`src/np_types_pkg.sv`:
```
//==========================================================================
// datapath words, lane write bundle and small framing helpers
// the round-robin helper assumes NUM_LANES is a power of two
//==========================================================================
`default_nettype none

package np_types_pkg;

    // datapath widths
    localparam int DATA_WIDTH = 64;
    localparam int CTRL_WIDTH = 8;

    // lane layout
    localparam int NUM_LANES  = 4;
    localparam int LANE_W     = 2;
    localparam int LANE_DEPTH = 32;
    // free count must be able to hold LANE_DEPTH itself
    localparam int FREE_W     = $clog2(LANE_DEPTH + 1);

    // packet framing
    localparam int MAX_PKT_WORDS = 16;
    localparam int MIN_PKT_WORDS = 4;
    localparam logic [CTRL_WIDTH-1:0] CTRL_HDR = 8'hFF;
    // destination ip sits in the low half of this word
    localparam int DIP_WORD = 3;

    typedef struct packed {
        logic [DATA_WIDTH-1:0] data;
        logic [CTRL_WIDTH-1:0] ctrl;
    } np_word_t;

    // one write into a lane buffer
    typedef struct packed {
        np_word_t word;
        logic     wr;
        logic     commit;
        logic     discard;
    } lane_wr_t;

    // last word of a packet
    function automatic logic is_eop(input logic [CTRL_WIDTH-1:0] ctrl);
        return (ctrl != '0) && (ctrl != CTRL_HDR);
    endfunction

    // first requesting lane after last, last itself has lowest priority
    function automatic logic [LANE_W-1:0] rr_next(input logic [NUM_LANES-1:0] req,
                                                  input logic [LANE_W-1:0]    last);
        logic [LANE_W-1:0] cand;
        logic [LANE_W-1:0] pick;
        pick = last;
        // walk from the far end so the nearest candidate wins
        for (int i = NUM_LANES; i >= 1; i--) begin
            cand = last + LANE_W'(i);
            if (req[cand]) begin
                pick = cand;
            end
        end
        return pick;
    endfunction

endpackage

`default_nettype wire

```
`src/ppu_packet_buffer.sv`:
```
//==========================================================================
// one lane of store and forward packet memory, LANE_DEPTH words
// words of an open packet are invisible until commit, discard drops them
//==========================================================================
`default_nettype none

module ppu_packet_buffer (
    input  logic                            clk,
    input  logic                            reset,
    input  np_types_pkg::lane_wr_t          wr_in,
    output logic [np_types_pkg::FREE_W-1:0] free_words,
    output np_types_pkg::np_word_t          head_word,
    output logic                            pkt_avail,
    input  logic                            rd
);
    import np_types_pkg::*;

    localparam int PTR_W = $clog2(LANE_DEPTH);
    // worst case count of stored minimum size packets
    localparam int PKT_W = $clog2(LANE_DEPTH / MIN_PKT_WORDS + 1);

    np_word_t         mem [LANE_DEPTH];

    // pointers carry one wrap bit
    logic [PTR_W:0]   spec_ptr;
    logic [PTR_W:0]   com_ptr;
    logic [PTR_W:0]   rd_ptr;
    logic [PKT_W-1:0] pkt_cnt;
    logic             pkt_in;
    logic             pkt_out;

    assign pkt_in     = wr_in.wr && wr_in.commit;
    assign pkt_out    = rd && is_eop(head_word.ctrl);
    assign head_word  = mem[rd_ptr[PTR_W-1:0]];
    assign pkt_avail  = (pkt_cnt != '0);
    // open packet words already count as used
    assign free_words = FREE_W'(LANE_DEPTH) - FREE_W'(spec_ptr - rd_ptr);

    //======================================================================
    // pointers and packet count
    //======================================================================
    always_ff @(posedge clk) begin
        if (reset) begin
            spec_ptr <= '0;
            com_ptr  <= '0;
            rd_ptr   <= '0;
            pkt_cnt  <= '0;
        end else begin
            if (wr_in.wr) begin
                if (wr_in.discard) begin
                    // roll back to last committed packet
                    spec_ptr <= com_ptr;
                end else begin
                    spec_ptr <= spec_ptr + 1'b1;
                    if (wr_in.commit) begin
                        com_ptr <= spec_ptr + 1'b1;
                    end
                end
            end
            if (rd) begin
                rd_ptr <= rd_ptr + 1'b1;
            end
            pkt_cnt <= pkt_cnt + PKT_W'(pkt_in) - PKT_W'(pkt_out);
        end
    end

    // word storage
    always_ff @(posedge clk) begin
        if (wr_in.wr && !wr_in.discard) begin
            mem[spec_ptr[PTR_W-1:0]] <= wr_in.word;
        end
    end

    // classifier reserved room before writing
    a_no_overflow: assert property (@(posedge clk) disable iff (reset)
        (wr_in.wr && !wr_in.discard) |-> (free_words != '0));

    // arbiter only reads committed packets
    a_no_underflow: assert property (@(posedge clk) disable iff (reset)
        rd |-> pkt_avail);

endmodule

`default_nettype wire

```
`config.mk`:
```
export PLATFORM = sky130hd
export DESIGN_NAME = ppu_packet_buffer
export DESIGN_NICKNAME = d
export VERILOG_FILES = /design/src/np_types_pkg.sv /design/src/ppu_packet_buffer.sv
export SDC_FILE = /design/constraint.sdc
export NUM_CORES = 2
export LEC_CHECK = 0
export BUFFER_PORTS_ARGS = -buffer_cell sky130_fd_sc_hd__buf_2
export CAP_MARGIN = 20
export CORE_UTILIZATION = 56
export CTS_CLUSTER_SIZE = 24
export DETAILED_ROUTE_END_ITERATION = 10
export GPL_TIMING_DRIVEN = 0
export PLACE_DENSITY_LB_ADDON = 0.1
export SETUP_SLACK_MARGIN = 0.3
export SYNTH_ARGS = -nofsm -noshare
export SYNTH_HDL_FRONTEND = slang
export SYNTH_SLANG_ARGS = --single-unit
```
`constraint.sdc`:
```
create_clock -name clk -period 6.65 [get_ports clk]
set_clock_uncertainty 0.1 [all_clocks]
set_input_delay 1.33 -clock clk [delete_from_list [all_inputs] [get_ports clk]]
set_output_delay 1.33 -clock clk [all_outputs]
set_load 0.1 [all_outputs]
```
==> impl_metrics.json <==
{
  "ys_types": 43,
  "holdWs_ns": 0.412,
  "slowest_delay_ns": 0.84,
  "arrival_ns": 4.82,
  "avgSynthCellArea_um2": 24.5,
  "ys_async_sr_fraction_pct": 0,
  "synth_top_cells_by_area": "edfxtp_1 (78%), mux4_2 (18%), dfxtp_1 (0.61%)",
  "cts.clk_slew.worst_paths_ns": 0.06,
  "intPower_mw": 24.1,
  "design_area_mm2": 0.102,
  "slew-limit-headroom_pct": 20.0,
  "cts_tree": "built",
  "wl_um": 222000,
  "cp-end-kind": "output port",
  "route.vias.total": 41100,
  "dieArea_mm2": 0.160,
  "critPathBufInv": 5,
  "crit_slowest_cell": "clkbuf_1",
  "final_cell_mix": "edfxtp_1 (2304), mux4_2 (699), buf_2 (238)",
  "rows": 145,
  "power_density_mw_per_mm2": 304,
  "drv_cap": 0,
  "fp.dieH_um": 400,
  "finalCriticalPeriod_ns": 6.25,
  "p_leak_nw": 31.7,
  "initial_core_util_pct": 56.6,
  "clock.fmax_mhz": 160,
  "instances_no_fill": 6386,
  "synthCells": 3620,
  "rsz0062_at_grt": "false",
  "path_depth": 6,
  "die_w_um": 400,
  "vdd_drop_max_uv": 341,
  "synth_edf_count": 2304,
  "synth-seq-area-share_pct": 78.5,
  "post-dp-hpwl_um": 148000,
  "final_nets": 4232,
  "vias_per_cell": 6.44,
  "ff2ff_setup_slack_ns": 1.43,
  "cp_max_fo": 10,
  "post_cts_buffers": 0,
  "numCtsBuffers": 224,
  "synth-main-ff-cell": "edfxtp_1",
  "grt_pass1_vias": 42300,
  "overflow": 0,
  "clk_latency_ns": 0.82,
  "combPwrFrac_pct": 8.2,
  "synth_fp_nets": 3719,
  "cp_data_required_time_ns": 5.22,
  "grt_max_degree": 33,
  "grt_first_pass_wirelength_um": 314000,
  "max_slew.worst_pin.slew_ns": 1.19,
  "p_sw_mw": 6.93,
  "fin_total_pwr_mw": 31.0,
  "htreeDepth": 4,
  "drt_iter0_drc": 4585,
  "placed_area_mm2": 0.0950,
  "portBuffers": 154,
  "run_status": "finished, final reports clean",
  "cp_top_family": "buffers and inverters",
  "drc": 0,
  "clockBufferDepth": 3,
  "core_region_area_mm2": 0.157,
  "r2r_end": "pkt_cnt[2]$_SDFF_PP0_",
  "synth_warnings": 0,
  "critPathLaunchType": "flip-flop",
  "final_common_cell": "edfxtp_1",
  "crit_path_end": "head_word[48]",
  "gr-usage-all-layers_pct": 28.1,
  "synth_area_leader_cell": "edfxtp_1",
  "gp_congestion": 0.747,
  "hold_class": "reg2reg",
  "period_share_pct": 93.9,
  "area_growth_syn_to_layout_pct": 15.1,
  "seqPwrFrac_pct": 52.3,
  "nFillCells": 10100,
  "crit_chain": "clkbuf_1 -> clkdlybuf4s15_1 -> buf_2 -> clkbuf_1 -> mux2_2 -> buf_2",
  "finalHoldViolCount": 0,
  "avgRoutedWirePerCell_um": 34.7,
  "layout-drive-gt1-share_pct": 34.3,
  "antenna_found_initial": 24,
  "syn_area_mm2": 0.0888,
  "cts.sinks": 2331,
  "synth_top_cell_area_share_pct": 77.9,
  "setup_viol": 0,
  "reg2reg_depth": 17,
  "critPathKind": "reg2out",
  "cts-root-buf": "clkbuf_16",
  "fin_ws_ns": 0.403,
  "timing.final.max_slew_violations": 0,
  "drtAntennaViolNets": 0,
  "swShare_pct": 22.3,
  "ys_ff_latch": 2331,
  "post-place-ws_ns": 0.671,
  "pin_count": 157,
  "dp.cells": 5965,
  "first_pass_iters": 7,
  "p_clk_share_pct": 39.6
}
## cells in the mapped netlist (all sizes together) (2+ instances only)
library cell and number:
nor2b 15, a21oi 9, a21o 3, or3 2, a211oi 18, mux2i 16, and3 2, mux4 699
nor3 3, fa 2, xor2 4, clkbuf 70, o21ai 10, buf 116, inv 20, nand2b 7
nor4 8, nand2 110, a22o 3, dfxtp 27, nand4 3, mux2 40, nor2 74, xnor2 10
o22ai 2, ha 19, a22oi 4, nand3 8, edfxtp 2304, o221ai 3
## stage by stage
stage | utilization, % | TNS (ns)
5_1_grt | 65.2 | 0
4_1_cts | 65.2 | 0
3_5_place_dp | 60.6 | 0
6_report | 65.2 | 0
2_1_floorplan | - | 0
3_3_place_gp | 58.8 | -9020.77
## worst reg2reg max path: cells and delay by family, from the launching register on
family | cells | cell delay [ns]
DFF | 1 | 0.31
and+or+nand+nor | 4 | 0.66
adders and majority gates | 3 | 0.91
muxes | 1 | 0.43
xor gates and xnor gates | 1 | 0.17
buffers and inverters | 6 | 1.96
AOI/OAI and AO/OA | 2 | 0.53
## per-layer routing
metal	track usage (%)	routed length [um]
met3	4.65	15100
met5	0	80
met1	36.5	83000
met4	7.61	6030
met2	49.3	118000
## state kept, by name (all words and copies together), names as in the netlist, named ones only
signal,cells
mem,2304
com_ptr,6
rd_ptr,6
spec_ptr,6
pkt_cnt,4
## area by class of cell
type / count / area (um2) / area share (%)
Clock inverter: 129 / 1010 / 0.986
Tap cell: 2058 / 2570 / 2.52
Clock buffer: 287 / 6030 / 5.90
Sequential cell: 2331 / 69700 / 68.2
Antenna cell: 5 / 12.5 / 0.0122
Timing Repair Buffer: 287 / 3400 / 3.33
Inverter: 20 / 75.1 / 0.0735
Buffer: 186 / 961 / 0.940
Multi-Input combinational cell: 1083 / 18400 / 18.0
## cells by family after synthesis
logic type	synth area share, %
flops	78.5
mux	18.4
simple gates	1.12
buf+inv	1.03
compound gates	0.457
fa+ha+maj	0.313
xor+xnor	0.138
## power by group through the flow
stage	combinational, mW	sequential (mW)	clock, mW
6_report	2.54	16.2	12.3
3_3_place_gp	2.50	16.5	0
3_5_place_dp	2.56	16.5	0
4_1_cts	2.57	16.2	12.4
5_1_grt	2.66	16.2	13.0
2_1_floorplan	1.75	16.5	0
## repair_timing
action / in CTS / in global routing
pin swaps: 0 / 0
endpoints found under the setup margin: 56 / 32
hold buffers: 0 / 0
endpoints found under the hold margin: 0 / 0
resized for setup: 42 / 15
## worst min-delay path by stage
stage                                         end  slack [ns]  cells past startpoint               startpoint
after floorplan           com_ptr[1]$_SDFFE_PP0P_        0.36                      2  com_ptr[1]$_SDFFE_PP0P_
after global placement    com_ptr[1]$_SDFFE_PP0P_        0.37                      2  com_ptr[1]$_SDFFE_PP0P_
after detailed placement  com_ptr[4]$_SDFFE_PP0P_        0.39                      2  com_ptr[4]$_SDFFE_PP0P_
after CTS                 com_ptr[4]$_SDFFE_PP0P_        0.40                      2  com_ptr[4]$_SDFFE_PP0P_
after global routing      com_ptr[5]$_SDFFE_PP0P_        0.42                      2  com_ptr[5]$_SDFFE_PP0P_
final                     com_ptr[4]$_SDFFE_PP0P_        0.41                      2  com_ptr[4]$_SDFFE_PP0P_
Power figures use the tool's default switching activity.
