[src/np_types_pkg.sv]
//==========================================================================
// datapath words, lane write bundle and small framing helpers
// the round-robin helper assumes NUM_LANES is a power of two
//==========================================================================
`default_nettype none

package np_types_pkg;

    // datapath widths
    localparam int DATA_WIDTH = 64;
    localparam int CTRL_WIDTH = 8;

    // lane layout
    localparam int NUM_LANES  = 4;
    localparam int LANE_W     = 2;
    localparam int LANE_DEPTH = 32;
    // free count must be able to hold LANE_DEPTH itself
    localparam int FREE_W     = $clog2(LANE_DEPTH + 1);

    // packet framing
    localparam int MAX_PKT_WORDS = 16;
    localparam int MIN_PKT_WORDS = 4;
    localparam logic [CTRL_WIDTH-1:0] CTRL_HDR = 8'hFF;
    // destination ip sits in the low half of this word
    localparam int DIP_WORD = 3;

    typedef struct packed {
        logic [DATA_WIDTH-1:0] data;
        logic [CTRL_WIDTH-1:0] ctrl;
    } np_word_t;

    // one write into a lane buffer
    typedef struct packed {
        np_word_t word;
        logic     wr;
        logic     commit;
        logic     discard;
    } lane_wr_t;

    // last word of a packet
    function automatic logic is_eop(input logic [CTRL_WIDTH-1:0] ctrl);
        return (ctrl != '0) && (ctrl != CTRL_HDR);
    endfunction

    // first requesting lane after last, last itself has lowest priority
    function automatic logic [LANE_W-1:0] rr_next(input logic [NUM_LANES-1:0] req,
                                                  input logic [LANE_W-1:0]    last);
        logic [LANE_W-1:0] cand;
        logic [LANE_W-1:0] pick;
        pick = last;
        // walk from the far end so the nearest candidate wins
        for (int i = NUM_LANES; i >= 1; i--) begin
            cand = last + LANE_W'(i);
            if (req[cand]) begin
                pick = cand;
            end
        end
        return pick;
    endfunction

endpackage

`default_nettype wire

[src/flow_classifier.sv]
//==========================================================================
// frames input packets, checks the destination ip, spreads over lanes
// a packet starts only on a lane with room for a full size packet
//==========================================================================
`default_nettype none

module flow_classifier (
    input  logic                                clk,
    input  logic                                reset,
    input  np_types_pkg::np_word_t              in_word,
    input  logic                                in_wr,
    output logic                                in_rdy,
    output logic [31:0]                         lookup_ip,
    input  logic                                match,
    input  logic [np_types_pkg::FREE_W-1:0]     free_words [np_types_pkg::NUM_LANES],
    output np_types_pkg::lane_wr_t              lane_wr [np_types_pkg::NUM_LANES]
);
    import np_types_pkg::*;

    localparam int WCNT_W = $clog2(MAX_PKT_WORDS);

    // framing state
    logic                 in_pkt;
    logic [WCNT_W-1:0]    wcnt;
    logic [LANE_W-1:0]    cur_lane;
    logic                 drop_q;

    logic [NUM_LANES-1:0] pend;
    logic [NUM_LANES-1:0] qual;
    logic [LANE_W-1:0]    pick;
    logic                 accept;
    logic                 last;
    logic                 drop_now;

    // staged lane write
    np_word_t             word_q;
    logic                 wr_q;
    logic                 commit_q;
    logic                 discard_q;
    logic [LANE_W-1:0]    tgt_q;

    //======================================================================
    // lane choice
    //======================================================================
    always_comb begin
        for (int i = 0; i < NUM_LANES; i++) begin
            // staged word not yet counted by the lane
            pend[i] = wr_q && (tgt_q == LANE_W'(i));
            qual[i] = free_words[i] >= FREE_W'(MAX_PKT_WORDS) + FREE_W'(pend[i]);
        end
    end

    assign pick     = rr_next(qual, cur_lane);
    // mid packet always ready, space was reserved at the header
    assign in_rdy   = in_pkt || (|qual);
    assign accept   = in_wr && in_rdy;
    assign last     = is_eop(in_word.ctrl);
    assign lookup_ip = in_word.data[31:0];
    // a 4 word packet ends on the ip word itself
    assign drop_now = (wcnt == WCNT_W'(DIP_WORD)) ? match : drop_q;

    //======================================================================
    // framing and staging
    //======================================================================
    always_ff @(posedge clk) begin
        if (reset) begin
            in_pkt    <= 1'b0;
            wcnt      <= '0;
            cur_lane  <= LANE_W'(NUM_LANES - 1);
            drop_q    <= 1'b0;
            wr_q      <= 1'b0;
            commit_q  <= 1'b0;
            discard_q <= 1'b0;
        end else begin
            wr_q      <= accept;
            commit_q  <= accept && last && !drop_now;
            discard_q <= accept && last && drop_now;
            if (accept) begin
                if (!in_pkt) begin
                    cur_lane <= pick;
                end
                if (wcnt == WCNT_W'(DIP_WORD)) begin
                    drop_q <= match;
                end
                if (last) begin
                    in_pkt <= 1'b0;
                    wcnt   <= '0;
                end else begin
                    in_pkt <= 1'b1;
                    wcnt   <= wcnt + 1'b1;
                end
            end
        end
    end

    // word and target lane
    always_ff @(posedge clk) begin
        if (accept) begin
            word_q <= in_word;
            tgt_q  <= in_pkt ? cur_lane : pick;
        end
    end

    // fan out to lanes
    always_comb begin
        for (int i = 0; i < NUM_LANES; i++) begin
            lane_wr[i].word    = word_q;
            lane_wr[i].wr      = pend[i];
            lane_wr[i].commit  = commit_q && pend[i];
            lane_wr[i].discard = discard_q && pend[i];
        end
    end

    // source honours in_rdy
    a_wr_needs_rdy: assert property (@(posedge clk) disable iff (reset)
        in_wr |-> in_rdy);

    // every packet opens with a header word
    a_hdr_first: assert property (@(posedge clk) disable iff (reset)
        (in_wr && !in_pkt) |-> (in_word.ctrl == CTRL_HDR));

endmodule

`default_nettype wire

[config.mk]
export PLATFORM = sky130hd
export DESIGN_NAME = flow_classifier
export DESIGN_NICKNAME = d
export VERILOG_FILES = /design/src/np_types_pkg.sv /design/src/flow_classifier.sv
export SDC_FILE = /design/constraint.sdc
export NUM_CORES = 1
export LEC_CHECK = 0
export ABC_AREA = 1
export BUFFER_PORTS_ARGS = -buffer_cell sky130_fd_sc_hd__buf_2
export CORE_AREA = 8 8 161 163
export CTS_BUF_LIST = sky130_fd_sc_hd__clkbuf_4
export CTS_CLUSTER_SIZE = 20
export DETAILED_ROUTE_END_ITERATION = 8
export DIE_AREA = 0 0 169 171
export GPL_TIMING_DRIVEN = 0
export PLACE_DENSITY = 0.51
export REMOVE_ABC_BUFFERS = 1
export SETUP_SLACK_MARGIN = 0.2
export SYNTH_ARGS = -nofsm -noshare
export SYNTH_HDL_FRONTEND = slang
export SYNTH_SLANG_ARGS = --single-unit
export TNS_END_PERCENT = 20
[constraint.sdc]
create_clock -name clk -period 3 [get_ports clk]
set_input_delay 0.15 -clock clk [delete_from_list [all_inputs] [get_ports clk]]
set_output_delay 0.15 -clock clk [all_outputs]
set_load 0.005 [all_outputs]
==> results_dict.tcl <==
set metrics [dict create \
    status "complete, no violations" \
    syn_inst 483 \
    routed-via-count 3960 \
    clkSinkCount 85 \
    antenna_found_initial 2 \
    synth_seq_area_share_pct 47.75 \
    internal_power_mw 2.010 \
    fp.coreArea_um2 23260 \
    max_slew_margin_pct 57.06 \
    crit-reg2reg-launch "tgt_q[0]" \
    cellLeakagePower_nw 3.316 \
    slowest_stage "edfxtp_1" \
    synth_area_leaders "edfxtp_1 43%, buf_4 37%, dfxtp_1 4.3%, nand2_1 2.5%, inv_1 2.1%" \
    drc 0 \
    tns_ns 0 \
    grt_max_degree 80 \
    sw_frac_of_total_pct 32.05 \
    power_density_nw_per_um2 441.8 \
    p_sw_uw 948.0 \
    fin_total_pwr_mw 2.958 \
    hold_path.class "primary input to flip-flop" \
    cp.required_ns 2.85 \
    synth_top_area_share_pct 43.44 \
    grt_pass1_vias 4178 \
    firstDrtPassIters 4 \
    fin_nets 856 \
    synth_most_common_cell "buf_4" \
    arrival_ns 2.33 \
    peakVddDrop_uv 190.1 \
    cts_inserted_buffers 9 \
    setup_viol_count_final 0 \
    register_area_um2 2442 \
    cp-startpoint "tgt_q[0]" \
    avgSynthCellArea_um2 10.59 \
    clockRootBuffer "clkbuf_4" \
    synthTopCellsByCount "249 x buf_4, 74 x edfxtp_1, 34 x nand2_1, 29 x inv_1, 17 x nor2_1" \
    hpwl_mm 19.65 \
    worstSetupPathType "flip-flop to primary output" \
    clock_latency_ns 0.48 \
    path_max_fanout 3 \
    wirelength_mm 23.23 \
    fmax_mhz 402.7 \
    num_rows 56 \
    wire_per_inst_um 21.59 \
    ys_ff_latch 85 \
    maxCapViolations 0 \
    io_pins 433 \
    dieArea_um2 28900 \
    netlist_area_um2 5115 \
    crit_path_start_kind "flip-flop" \
    pwr-share-comb_pct 24.4 \
    clockBufferDepth 2 \
    ys_types 30 \
    whs_endpoint "commit_q" \
    grt_overflow_total 0 \
    grt_pass1_wl_mm 30.91 \
    ant_nets 0 \
    synth_edf_count 74 \
    reg2reg_depth 10 \
    die_h_um 171 \
    syn2layout_area_growth_pct 30.90 \
    endpoint_kind "primary output" \
    ys.flop_type "edfxtp_1" \
    cts_tree "yes" \
    async_flop_share_pct 0 \
    skew_ns 0.03321 \
    r2r_setup_slack_ns 0.54 \
    cts-htree-levels 3 \
    pwr-share-seq_pct 51.6 \
    worstPathCellList "nor3_1 > ha_1 > nor2_1 > nand3_1 > nand2_1 > nand2_1 > inv_2 > nand4_4 > buf_2" \
    clock_power_share_pct 24.0 \
    tightestPinTransition_ns 0.6441 \
    viasPerCell 3.680 \
    rsz0062_at_grt "no" \
    period_minus_slack_ns 2.483 \
    port_buffers 432 \
    clk_pin_slew_worst_paths_ns 0.13 \
    hold_viol 0 \
    yosysTopAreaCell "edfxtp_1" \
    cp_common_cell "nand2_1" \
    n_fill_cell 2468 \
    hp-start "match" \
    globalplace.congestion 0.8071 \
    drt-initial-drc-count 199 \
    start_util_pct 21.99 \
    dieWidth_um 169 \
    yosys_warnings 0 \
    drive_gt1_share_pct 62.04 \
    post_cts.repair.setup_buffers 0 \
    track_usage_pct 14.92 \
    multi_input_area_um2 670.6 \
    timing.final.crit_share_pct 82.77 \
    crit-reg2reg-capture "lane_wr[21]" \
    finalMaxSlewViolations 0 \
    critPathMaxStageDelay_ns 0.43 \
    min_path_cells 4 \
]
## per-stage QoR
| stage | setup WS (ns) | hold slack, ns | instance area, µm² | utilization [%] | instances |
|---|---|---|---|---|---|
| 2_1_floorplan | 0.7187 | 0.2191 | 3246 | - | 234 |
| 4_1_cts | 0.3016 | 0.07231 | 6690 | 28.76 | 1075 |
| 6_report | 0.5169 | 0.1339 | 6695 | 28.78 | 1076 |
| 3_3_place_gp | 0.3186 | 0.3275 | 5807 | 24.96 | 985 |
| 3_5_place_dp | 0.3110 | 0.3281 | 5807 | 24.96 | 985 |
| 5_1_grt | 0.2686 | 0.09124 | 6695 | 28.78 | 1076 |
## worst max-delay path: cells and delay by family, from the launching register on
family                     cells  cell delay, ns
adders and majority gates      1            0.31
buffers and inverters          2            0.25
DFF                            1            0.43
and+or+nand+nor                6            0.90
## power groups by stage
stage                     registers [mW]  logic [mW]  clock network (mW)
after floorplan                     1.55       0.113                   0
after global placement              1.55       0.659                   0
after detailed placement            1.55       0.659                   0
after CTS                           1.53       0.744               0.757
after global routing                1.54       0.803               0.796
final                               1.52       0.723               0.710
## worst max path at each step
stage / slack (ns) / to
after floorplan: 0.72 / wcnt[3]
after global placement: 0.32 / wcnt[3]
after detailed placement: 0.31 / wcnt[3]
after CTS: 0.30 / wcnt[3]
after global routing: 0.27 / wcnt[3]
final: 0.52 / in_rdy
## sequential cells by signal, summed over array words and instances (netlist names)
signal,cells
lane_wr,72
tgt_q,2
drop_q,1
wcnt,4
commit_q,1
in_pkt,1
wr_q,1
cur_lane,2
discard_q,1
## cells by family after synthesis
kind of cell / share of synthesized area (%)
AOI/OAI and AO/OA: 2.299
adders and majority gates: 1.223
buffers and inverters: 39.14
DFF: 47.75
and+or+nand+nor: 9.589
## per-layer routing
metal | part of all wire, % | global-route usage, % | up-vias
met5 | 0 | 0 | -
met4 | 2.0 | 5.117 | 0
met3 | 15 | 8.942 | 20
met2 | 45 | 23.09 | 241
met1 | 38 | 16.83 | 1854
li1 | - | - | 1845
## final cells by class
cell class,instances,area share (%)
Tap cell,319,5.962
Clock inverter,7,1.121
Sequential cell,85,36.48
Multi-Input combinational cell,115,10.02
Inverter,34,2.018
Antenna cell,1,0.03738
Clock buffer,9,1.009
Timing Repair Buffer,506,43.36
## cell usage in the layout, fill, tap and decap left out, types with 2 or more instances in the layout
master / n
a21oi_1: 6
a21oi_4: 2
buf_2: 432
clkbuf_4: 9
clkinv_4: 2
clkinvlp_4: 2
dfxtp_1: 11
dlygate4sd3_1: 74
edfxtp_1: 74
ha_1: 5
inv_1: 29
inv_2: 4
nand2_1: 34
nand2_2: 2
nand2_4: 3
nand3_1: 16
nand3_2: 2
nor2_1: 17
nor2_2: 4
nor3_1: 6
nor4_1: 2
o21ai_0: 5
## timing repair
| item | 4_1_cts | 5_1_grt |
|---|---|---|
| endpoints found under the hold margin | 79 | 0 |
| hold buffers | 74 | 0 |
| resized for setup | 0 | 1 |
| setup endpoints to repair | 0 | 1 |
Power figures use the tool's default switching activity.
