$ cat src/np_types_pkg.sv
//==========================================================================
// datapath words, lane write bundle and small framing helpers
// the round-robin helper assumes NUM_LANES is a power of two
//==========================================================================
`default_nettype none

package np_types_pkg;

    // datapath widths
    localparam int DATA_WIDTH = 64;
    localparam int CTRL_WIDTH = 8;

    // lane layout
    localparam int NUM_LANES  = 4;
    localparam int LANE_W     = 2;
    localparam int LANE_DEPTH = 32;
    // free count must be able to hold LANE_DEPTH itself
    localparam int FREE_W     = $clog2(LANE_DEPTH + 1);

    // packet framing
    localparam int MAX_PKT_WORDS = 16;
    localparam int MIN_PKT_WORDS = 4;
    localparam logic [CTRL_WIDTH-1:0] CTRL_HDR = 8'hFF;
    // destination ip sits in the low half of this word
    localparam int DIP_WORD = 3;

    typedef struct packed {
        logic [DATA_WIDTH-1:0] data;
        logic [CTRL_WIDTH-1:0] ctrl;
    } np_word_t;

    // one write into a lane buffer
    typedef struct packed {
        np_word_t word;
        logic     wr;
        logic     commit;
        logic     discard;
    } lane_wr_t;

    // last word of a packet
    function automatic logic is_eop(input logic [CTRL_WIDTH-1:0] ctrl);
        return (ctrl != '0) && (ctrl != CTRL_HDR);
    endfunction

    // first requesting lane after last, last itself has lowest priority
    function automatic logic [LANE_W-1:0] rr_next(input logic [NUM_LANES-1:0] req,
                                                  input logic [LANE_W-1:0]    last);
        logic [LANE_W-1:0] cand;
        logic [LANE_W-1:0] pick;
        pick = last;
        // walk from the far end so the nearest candidate wins
        for (int i = NUM_LANES; i >= 1; i--) begin
            cand = last + LANE_W'(i);
            if (req[cand]) begin
                pick = cand;
            end
        end
        return pick;
    endfunction

endpackage

`default_nettype wire

$ cat src/out_arbiter.sv
//==========================================================================
// drains whole packets from the lanes round robin onto the output port
// one idle cycle between packets while the next lane is chosen
//==========================================================================
`default_nettype none

module out_arbiter (
    input  logic                               clk,
    input  logic                               reset,
    input  np_types_pkg::np_word_t             head_word [np_types_pkg::NUM_LANES],
    input  logic [np_types_pkg::NUM_LANES-1:0] pkt_avail,
    output logic [np_types_pkg::NUM_LANES-1:0] rd,
    output np_types_pkg::np_word_t             out_word,
    output logic                               out_wr,
    input  logic                               out_rdy
);
    import np_types_pkg::*;

    logic              busy;
    // granted lane, also the last one served
    logic [LANE_W-1:0] grant;

    // word goes out in the cycle of its rd pulse
    assign out_word = head_word[grant];
    assign out_wr   = busy && out_rdy;

    always_comb begin
        rd        = '0;
        rd[grant] = out_wr;
    end

    //======================================================================
    // grant and release
    //======================================================================
    always_ff @(posedge clk) begin
        if (reset) begin
            busy  <= 1'b0;
            grant <= LANE_W'(NUM_LANES - 1);
        end else if (!busy) begin
            if (|pkt_avail) begin
                busy  <= 1'b1;
                grant <= rr_next(pkt_avail, grant);
            end
        end else if (out_wr && is_eop(out_word.ctrl)) begin
            // end of packet frees the port
            busy <= 1'b0;
        end
    end

    // lane keeps its packet until the last word is gone
    a_grant_has_pkt: assert property (@(posedge clk) disable iff (reset)
        busy |-> pkt_avail[grant]);

endmodule

`default_nettype wire

$ cat config.mk
export PLATFORM = sky130hd
export DESIGN_NAME = out_arbiter
export DESIGN_NICKNAME = d
export VERILOG_FILES = /design/src/np_types_pkg.sv /design/src/out_arbiter.sv
export SDC_FILE = /design/constraint.sdc
export NUM_CORES = 1
export LEC_CHECK = 0
export BUFFER_PORTS_ARGS = -buffer_cell sky130_fd_sc_hd__buf_2
export CELL_PAD_IN_SITES_DETAIL_PLACEMENT = 2
export CELL_PAD_IN_SITES_GLOBAL_PLACEMENT = 2
export CORE_MARGIN = 8
export CORE_UTILIZATION = 12
export CTS_CLUSTER_DIAMETER = 200
export CTS_CLUSTER_SIZE = 25
export DETAILED_ROUTE_END_ITERATION = 12
export GPL_ROUTABILITY_DRIVEN = 0
export PLACE_DENSITY = 0.85
export SLEW_MARGIN = 20
export SYNTH_ARGS = -nofsm -noshare
export SYNTH_HDL_FRONTEND = slang
export SYNTH_SLANG_ARGS = --single-unit
$ cat constraint.sdc
create_clock -name clk -period 2.8 [get_ports clk]
set_input_delay 0.14 -clock clk [delete_from_list [all_inputs] [get_ports clk]]
set_output_delay 0.14 -clock clk [all_outputs]
set_load 0.05 [all_outputs]
==> impl_metrics.tcl, run 1 <==
set metrics [dict create \
    crit_type "reg -> out" \
    rr_startpoint "grant[1]" \
    dr.pass1.iters 6 \
    crit_fanout 26 \
    wl_met1_um 6488 \
    vdd_drop_max_v 0.0004338 \
    drtIter0Drc 98 \
    yosysMostFrequentCell "mux4_2" \
    final_cells 728 \
    cts_tree "done" \
    rr_worst_depth 7 \
    slew_viol_final 0 \
    port_buffers 371 \
    total_power_mw 3.667 \
    wl_met3_um 2553 \
    wire_per_inst_um 25.56 \
    setup_viol 0 \
    grtUsageTotal_pct 15.57 \
    io_pins 372 \
    final.min_clock_period_ns 2.210 \
    area_delta_synth_final_pct 103.0 \
    synth_area_per_cell_um2 15.66 \
    max-cap-violations 0 \
    die_h_um 148.7 \
    fin_skew_ns 0.002893 \
    relSlewSlack_pct 63.23 \
    rsz0062_at_grt "no" \
    arrival_ns 2.07 \
    clk_latency_ns 0.22 \
    core_um2 17240 \
    yosysTopAreaCellShare_pct 78.82 \
    p_leak_nw 2.224 \
    synth_edf_count 0 \
    ant_nets 0 \
    worst_pin_slew_ns 0.5515 \
    num_vias 3199 \
    antenna_found_initial 15 \
    hold_buffers 0 \
    max_freq_mhz 452.5 \
    critPathCaptureType "output port" \
    syn-instance-count 135 \
    yosysSeqAreaShare_pct 2.840 \
    synth_common_cells "mux4_2, buf_2, and3_1, ha_1, nor2_1" \
    met2WireLength_um 9412 \
    grt_pass1_vias 3905 \
    reg2reg_to "grant[0]" \
    dp_hpwl_um 17280 \
    fillers 2055 \
    final_util_pct 24.90 \
    clockBufferDepth 2 \
    synth_nets 434 \
    synthFlopType "dfxtp_1" \
    ys_top_cells_by_area "mux4_2, buf_2, dfxtp_1" \
    post_cts_buffers 0 \
    htree_num_levels 1 \
    worst_hold_path.endpoint "busy" \
    post-route-period-util_pct 78.93 \
    synthArstFlopShare_pct 0 \
    globalRouteOverflowTotal 0 \
    hp-start "reset" \
    drc 0 \
    hp-class "in -> reg" \
    r2r_slack_ns 0.77 \
    hold_violations 0 \
    clkTransAtPathRegs_ns 0.03 \
    initial_utilization_pct 12.27 \
    yosysUniqueCellTypes 27 \
    clkSinkCount 3 \
    required_ns 2.66 \
    synth_area_um2 2115 \
    fp.dieW_um 148.7 \
    row_count 48 \
    die_area_um2 22130 \
    drt_wl_total_um 18610 \
    fin_area_um2 4292 \
    nets 798 \
    fin_setup_tns_ns 0 \
    dp_cells 719 \
    yosysTopAreaCell "mux4_2" \
    top_layer_used "met5" \
    placed_area_um2 4200 \
    ys_ff_latch 3 \
    power_density_nw_per_um2 854.4 \
    hold_depth 2 \
    grt_max_degree 40 \
    synth_warnings 0 \
    routed_via_density 4.394 \
    root_buffer "clkbuf_16" \
    cts_buffers 3 \
    drive_gt1_share_pct 92.37 \
    grt_pass1_wl_um 25800 \
    ctsResizeCount 0 \
    cp-start-kind "register" \
    outcome "finished clean" \
]
[metrics by stage]
step	setup slack (ns)	hold slack [ns]
finish	0.5899	0.1172
global route	0.4570	0.1287
CTS	0.5282	0.1147
detailed placement	0.7703	0.3482
global placement	0.8182	0.3498
floorplan	0.6406	0.2128
[flip-flops by register name (all words and copies together) (netlist names)]
signal,flops
busy,1
grant,2
[cells in the final DEF, fill, tap and decap left out, drive strengths merged, types with 3 or more instances in the layout]
master and count:
buf 376, inv 4, clkbuf 4, nor2 4, and3 4, nor3 3, ha 4, nand2 3
a21oi 3, dfxtp 3, diode 5, mux4 74
[cell families (layout without fill, tap and decap cells)]
logic type	after synthesis	count (layout)	synth area share, %
muxes	76	76	79.76
buffers and inverters	21	384	5.326
and+or+nand+nor	20	20	5.502
AOI/OAI and AO/OA	10	10	3.787
adders and majority gates	4	4	2.367
DFF	3	3	2.840
xor gates and xnor gates	1	1	0.4143
other	0	5	0
[area by class of cell]
cell class | instances | area [um2] | area share [%]
diodes | 5 | 12.51 | 0.2915
clock buffers | 4 | 78.83 | 1.837
inverters | 4 | 15.01 | 0.3499
multi-input cells | 111 | 1942 | 45.25
flip-flops and latches | 3 | 67.56 | 1.574
well taps | 225 | 281.5 | 6.560
repair buffers | 376 | 1894 | 44.14
[worst max-delay path: stages, from the launching register on]
cell and delay, ns:
dfxtp_4 0.53, buf_4 0.48, mux4_2 0.58, buf_2 0.23
[routing by layer]
metal | GRT usage, % | up-vias
li1 | - | 1377
met1 | 16.85 | 1572
met2 | 27.34 | 212
met3 | 8.222 | 20
met4 | 1.565 | 18
met5 | 0 | -
[where the power goes]
group / internal, mW / switching, mW
combinational: 1.14 / 2.14
clock: 0.188 / 0.0381
sequential: 0.0595 / 0.102
[how the worst max path moves through the flow]
stage	start	to	cells after the start
after floorplan	grant[0]	grant[0]	10
after CTS	grant[0]	out_word[60]	3
after detailed placement	grant[0]	out_word[60]	3
final	grant[0]	out_word[60]	3
after global placement	grant[0]	out_word[56]	3
after global routing	grant[0]	out_word[60]	3
Power figures use the tool's default switching activity.
==> run 2, diff against run 1 <==
--- a/config.mk
+++ b/config.mk
@@ -5,16 +5,17 @@
 export SDC_FILE = /design/constraint.sdc
 export NUM_CORES = 1
 export LEC_CHECK = 0
+export ABC_AREA = 1
 export BUFFER_PORTS_ARGS = -buffer_cell sky130_fd_sc_hd__buf_2
 export CELL_PAD_IN_SITES_DETAIL_PLACEMENT = 2
 export CELL_PAD_IN_SITES_GLOBAL_PLACEMENT = 2
 export CORE_MARGIN = 8
-export CORE_UTILIZATION = 12
+export CORE_UTILIZATION = 10
 export CTS_CLUSTER_DIAMETER = 200
 export CTS_CLUSTER_SIZE = 25
 export DETAILED_ROUTE_END_ITERATION = 12
 export GPL_ROUTABILITY_DRIVEN = 0
-export PLACE_DENSITY = 0.85
+export PLACE_DENSITY = 0.84
 export SLEW_MARGIN = 20
 export SYNTH_ARGS = -nofsm -noshare
 export SYNTH_HDL_FRONTEND = slang
==> constraint.sdc (replaced) <==
create_clock -name clk -period 2 [get_ports clk]
set_input_delay 0.1 -clock clk [delete_from_list [all_inputs] [get_ports clk]]
set_output_delay 0.1 -clock clk [all_outputs]
set_load 0.05 [all_outputs]
==> impl_metrics.tcl, run 2 <==
set metrics [dict create \
    io_pins 372 \
    grtUsageTotal_pct 12.87 \
    yosysMostFrequentCell "nor2_1" \
    yosysSeqAreaShare_pct 2.336 \
    synth_area_per_cell_um2 4.779 \
    drc 0 \
    drive_gt1_share_pct 45.26 \
    final_common_cell "buf_2" \
    total_power_mw 9.075 \
    setup_viol 0 \
    final_cells 1206 \
    post_cts_buffers 0 \
    clkTransAtPathRegs_ns 0.03 \
    slew_viol_final 0 \
    grt_pass1_vias 5911 \
    synth_common_cells "nor2_1, o21ai_0, nand2_1" \
    vdd_drop_max_v 0.0006938 \
    die_h_um 176.4 \
    antenna_found_initial 2 \
    synth_edf_count 0 \
    outcome "finished clean" \
    ctsResizeCount 0 \
    cts_buffers 3 \
    port_buffers 371 \
    muxShareOfSynthArea_pct 0 \
    fin_skew_ns 0.002257 \
    p_leak_nw 2.551 \
    yosysTopAreaCellShare_pct 23.75 \
    dp_hpwl_um 18060 \
    cp-start-kind "register" \
    placed_area_um2 4740 \
    row_count 58 \
    largest_register_ffs 2 \
    synthArstFlopShare_pct 0 \
    crit_type "reg -> out" \
    worst_pin_slew_ns 0.4049 \
    yosysUniqueCellTypes 19 \
    clockBufferDepth 2 \
    synth_nets 837 \
    post-route-period-util_pct 93.31 \
    fin_setup_tns_ns 0 \
    num_vias 5135 \
    grt_pass1_wl_um 32510 \
    nets 1175 \
    synth-xor-area-share_pct 0 \
    htree_num_levels 1 \
    yosys.area_share.simple_pct 40.05 \
    synth_area_um2 2571 \
    drt_wl_total_um 21500 \
    ys_ff_latch 3 \
    routed_via_density 4.258 \
    holdWs_ns 0.1433 \
    relSlewSlack_pct 72.72 \
    dp_cells 1201 \
    dp_slack_ns 0.3499 \
    dr.pass1.iters 4 \
    hold_buffers 0 \
    clk_latency_ns 0.22 \
    initial_utilization_pct 10.21 \
    rsz0062_at_grt "no" \
    regMostFlops "grant" \
    hold_violations 0 \
    final_util_pct 19.14 \
    synth_warnings 0 \
    fp.dieW_um 176.4 \
    power_density_nw_per_um2 1882 \
    die_area_um2 31100 \
    max_freq_mhz 535.8 \
    syn-instance-count 538 \
    yosysTopAreaCell "o21ai_0" \
    synthFlopType "dfxtp_1" \
    critPathCaptureType "output port" \
    drtIter0Drc 118 \
    root_buffer "clkbuf_16" \
    synthAdderAreaFrac_pct 1.946 \
    grt_max_degree 82 \
    area_delta_synth_final_pct 87.49 \
    fin_area_um2 4821 \
    ant_nets 0 \
    final.min_clock_period_ns 1.866 \
    required_ns 1.90 \
    globalRouteOverflowTotal 0 \
    clkSinkCount 3 \
    wire_per_inst_um 17.83 \
    cts_tree "done" \
    reg.largest.list "grant x2, busy x1" \
    arrival_ns 1.77 \
    hp-class "in -> reg" \
    layout_setup_ws_ns 0.1338 \
    synth_top_family_by_area "compound AO/OA/AOI/OAI gates" \
    most-common-layout-cells "buf_2, nor2_1, o21ai_0" \
    ys_top_cells_by_area "o21ai_0, nor2_1, o22ai_1" \
    core_um2 25180 \
    crit_fanout 35 \
    max-cap-violations 0 \
    synth_compound_area_share_pct 42.24 \
]
==> run 2: critical path, stage by stage (launching register included) <==
cell,delay (ns)
dfxtp_4,0.36
inv_4,0.16
buf_4,0.36
o21ai_0,0.17
o22ai_1,0.17
buf_2,0.30
==> run 2: logic make-up after synthesis <==
kind of cell / after synthesis
AOI/OAI and AO/OA: 199
and+or+nand+nor: 263
adders and majority gates: 4
DFF: 3
buffers and inverters: 69
==> run 2: path summary, 6_finish.rpt <==
check,start,endpoint,slack (ns),cells past startpoint
worst max-delay path,grant[0],out_word[25],0.13,5
worst min-delay path,reset,grant[0],0.14,3
worst max register to register,grant[0],busy,0.43,11
worst min register to register,busy,grant[1],0.64,2
==> run 2: final cells by class <==
| type | count | area, um2 |
|---|---|---|
| diodes | 1 | 2.502 |
| clock buffers | 4 | 78.83 |
| fillers | 3205 | 20360 |
| inverters | 19 | 73.82 |
| multi-input cells | 466 | 2166 |
| flip-flops and latches | 3 | 65.06 |
| well taps | 330 | 412.9 |
| repair buffers | 383 | 2022 |
==> run 2: layer usage <==
| metal | vias up | wire length, um | track usage (%) |
|---|---|---|---|
| li1 | 2510 | - | - |
| met1 | 2414 | 8508 | 13.87 |
| met2 | 199 | 11350 | 25.24 |
| met3 | 12 | 1454 | 3.183 |
| met4 | 0 | 192 | 1.786 |
| met5 | - | 0 | 0 |
==> run 2: where the power goes <==
| group | total (mW) | switching (mW) | internal (mW) |
|---|---|---|---|
| combinational | 8.63 | 6.51 | 2.13 |
| sequential | 0.126 | 0.0372 | 0.0891 |
| clock | 0.316 | 0.0532 | 0.263 |
==> run 3, diff against run 2 <==
--- a/config.mk
+++ b/config.mk
@@ -5,17 +5,16 @@
 export SDC_FILE = /design/constraint.sdc
 export NUM_CORES = 1
 export LEC_CHECK = 0
-export ABC_AREA = 1
 export BUFFER_PORTS_ARGS = -buffer_cell sky130_fd_sc_hd__buf_2
 export CELL_PAD_IN_SITES_DETAIL_PLACEMENT = 2
 export CELL_PAD_IN_SITES_GLOBAL_PLACEMENT = 2
 export CORE_MARGIN = 8
-export CORE_UTILIZATION = 10
+export CORE_UTILIZATION = 11
 export CTS_CLUSTER_DIAMETER = 200
 export CTS_CLUSTER_SIZE = 25
 export DETAILED_ROUTE_END_ITERATION = 12
 export GPL_ROUTABILITY_DRIVEN = 0
-export PLACE_DENSITY = 0.84
+export PLACE_DENSITY = 0.83
 export SLEW_MARGIN = 20
 export SYNTH_ARGS = -nofsm -noshare
 export SYNTH_HDL_FRONTEND = slang
==> impl_metrics.tcl, run 3 (synthesized netlist as in run 1, its figures left out) <==
set metrics [dict create \
    relSlewSlack_pct 78.56 \
    cellInternalPower_mw 2.088 \
    crit_type "reg -> out" \
    p_leak_nw 2.267 \
    row_count 50 \
    power_density_nw_per_um2 1206 \
    grtUsageTotal_pct 13.12 \
    hp-class "in -> reg" \
    regMostFlops "grant" \
    largest_register_ffs 2 \
    cts_buffers 3 \
    port_buffers 371 \
    combPwrFrac_pct 91.2 \
    clk_latency_ns 0.23 \
    placed_area_um2 4269 \
    clkSinkCount 3 \
    hold_violations 0 \
    clockBufferDepth 2 \
    drive_gt1_share_pct 92.61 \
    antenna_found_initial 4 \
    rsz0062_at_grt "no" \
    wire_per_inst_um 23.13 \
    crit_fanout 23 \
    die_h_um 154.6 \
    fillers 2221 \
    htree_num_levels 1 \
    holdWs_ns 0.04905 \
    initial_utilization_pct 11.27 \
    final.min_clock_period_ns 1.868 \
    nets 801 \
    globalRouteOverflowTotal 0 \
    setup_viol 0 \
    switchingPower_mw 3.216 \
    total_power_mw 5.304 \
    vdd_drop_max_v 0.0003863 \
    max-cap-violations 0 \
    slew_viol_final 0 \
    grt_pass1_wl_um 24030 \
    most-common-layout-cells "buf_2, mux4_2, and3_1, nor2_1" \
    drc 0 \
    seq_area_um2 67.56 \
    cp-start-kind "register" \
    p_seq_share_pct 2.6 \
    reg.largest.list "grant x2, busy x1" \
    clkTransAtPathRegs_ns 0.03 \
    dr.pass1.iters 4 \
    worst_pin_slew_ns 0.3210 \
    swShare_pct 60.64 \
    root_buffer "clkbuf_16" \
    dp_hpwl_um 15630 \
    num_vias 3129 \
    core_um2 18770 \
    arrival_ns 1.77 \
    die_area_um2 23920 \
    area_delta_synth_final_pct 107.9 \
    drt_wl_total_um 17030 \
    critPathCaptureType "output port" \
    drtIter0Drc 108 \
    grt_max_degree 42 \
    multi_input_area_um2 1954 \
    fp.dieW_um 154.6 \
    p_clk_share_pct 6.2 \
    fin_area_um2 4397 \
    ant_nets 0 \
    outcome "finished clean" \
    post-route-period-util_pct 93.41 \
    cts_tree "done" \
    fin_setup_tns_ns 0 \
    max_freq_mhz 535.3 \
    fin_skew_ns 0.003766 \
    routed_via_density 4.251 \
    required_ns 1.90 \
    io_pins 372 \
    final_common_cell "buf_2" \
    grt_pass1_vias 3784 \
]
-- run 3: timing repair --
item                                    in CTS  in global routing
resized for setup                            2                  1
hold buffers                                 0                  0
setup buffers                                2                  0
endpoints found under the setup margin      21                  1
-- run 3: final timing paths --
kind                 start     endpoint  slack (ns)  cells after the start
setup / recovery  grant[1]  out_word[9]        0.13                      4
hold / removal       reset         busy        0.05                      2
hold reg to reg   grant[1]     grant[1]        0.60                      2
setup reg to reg  grant[0]         busy        0.16                      6
-- run 3: worst max-delay path: stages, from the launching register on --
cell and delay (ns):
dfxtp_4 0.43, buf_4 0.22, buf_6 0.26, mux4_2 0.37
buf_2 0.24
-- run 3: power by group through the flow --
stage	Clock, mW	Combinational [mW]	Sequential [mW]
2_1_floorplan	0	3.75	0.0974
3_3_place_gp	0	4.69	0.175
3_5_place_dp	0	4.77	0.178
4_1_cts	0.337	4.90	0.140
5_1_grt	0.339	5.07	0.143
6_report	0.328	4.84	0.138
-- run 3: through the flow --
| step | utilization (%) | setup slack, ns | instances |
|---|---|---|---|
| global route | 23.43 | 0.01909 | 736 |
| floorplan | - | 0.04045 | 135 |
| detailed placement | 22.75 | 0.09526 | 729 |
| CTS | 23.39 | 0.04312 | 735 |
| global placement | 22.75 | 0.1420 | 729 |
| finish | 23.43 | 0.1318 | 736 |
-- run 3: layout make-up --
type / instances / area share (%)
multi-input combinational: 111 / 44.45
tap: 234 / 6.659
timing repair buffer: 379 / 45.16
inverter: 4 / 0.3415
clock buffer: 4 / 1.793
sequential: 3 / 1.537
antenna: 1 / 0.05692
-- run 3: metal layers --
metal  vias to the layer above  wire length [um]  track usage, %  share of wire, %
li1                       1378                 -               -                 -
met1                      1539              5607           12.61                33
met2                       186              9508           26.18                56
met3                        20              1641           4.681               9.6
met4                         6               223           2.566               1.3
met5                         -                45               0              0.26
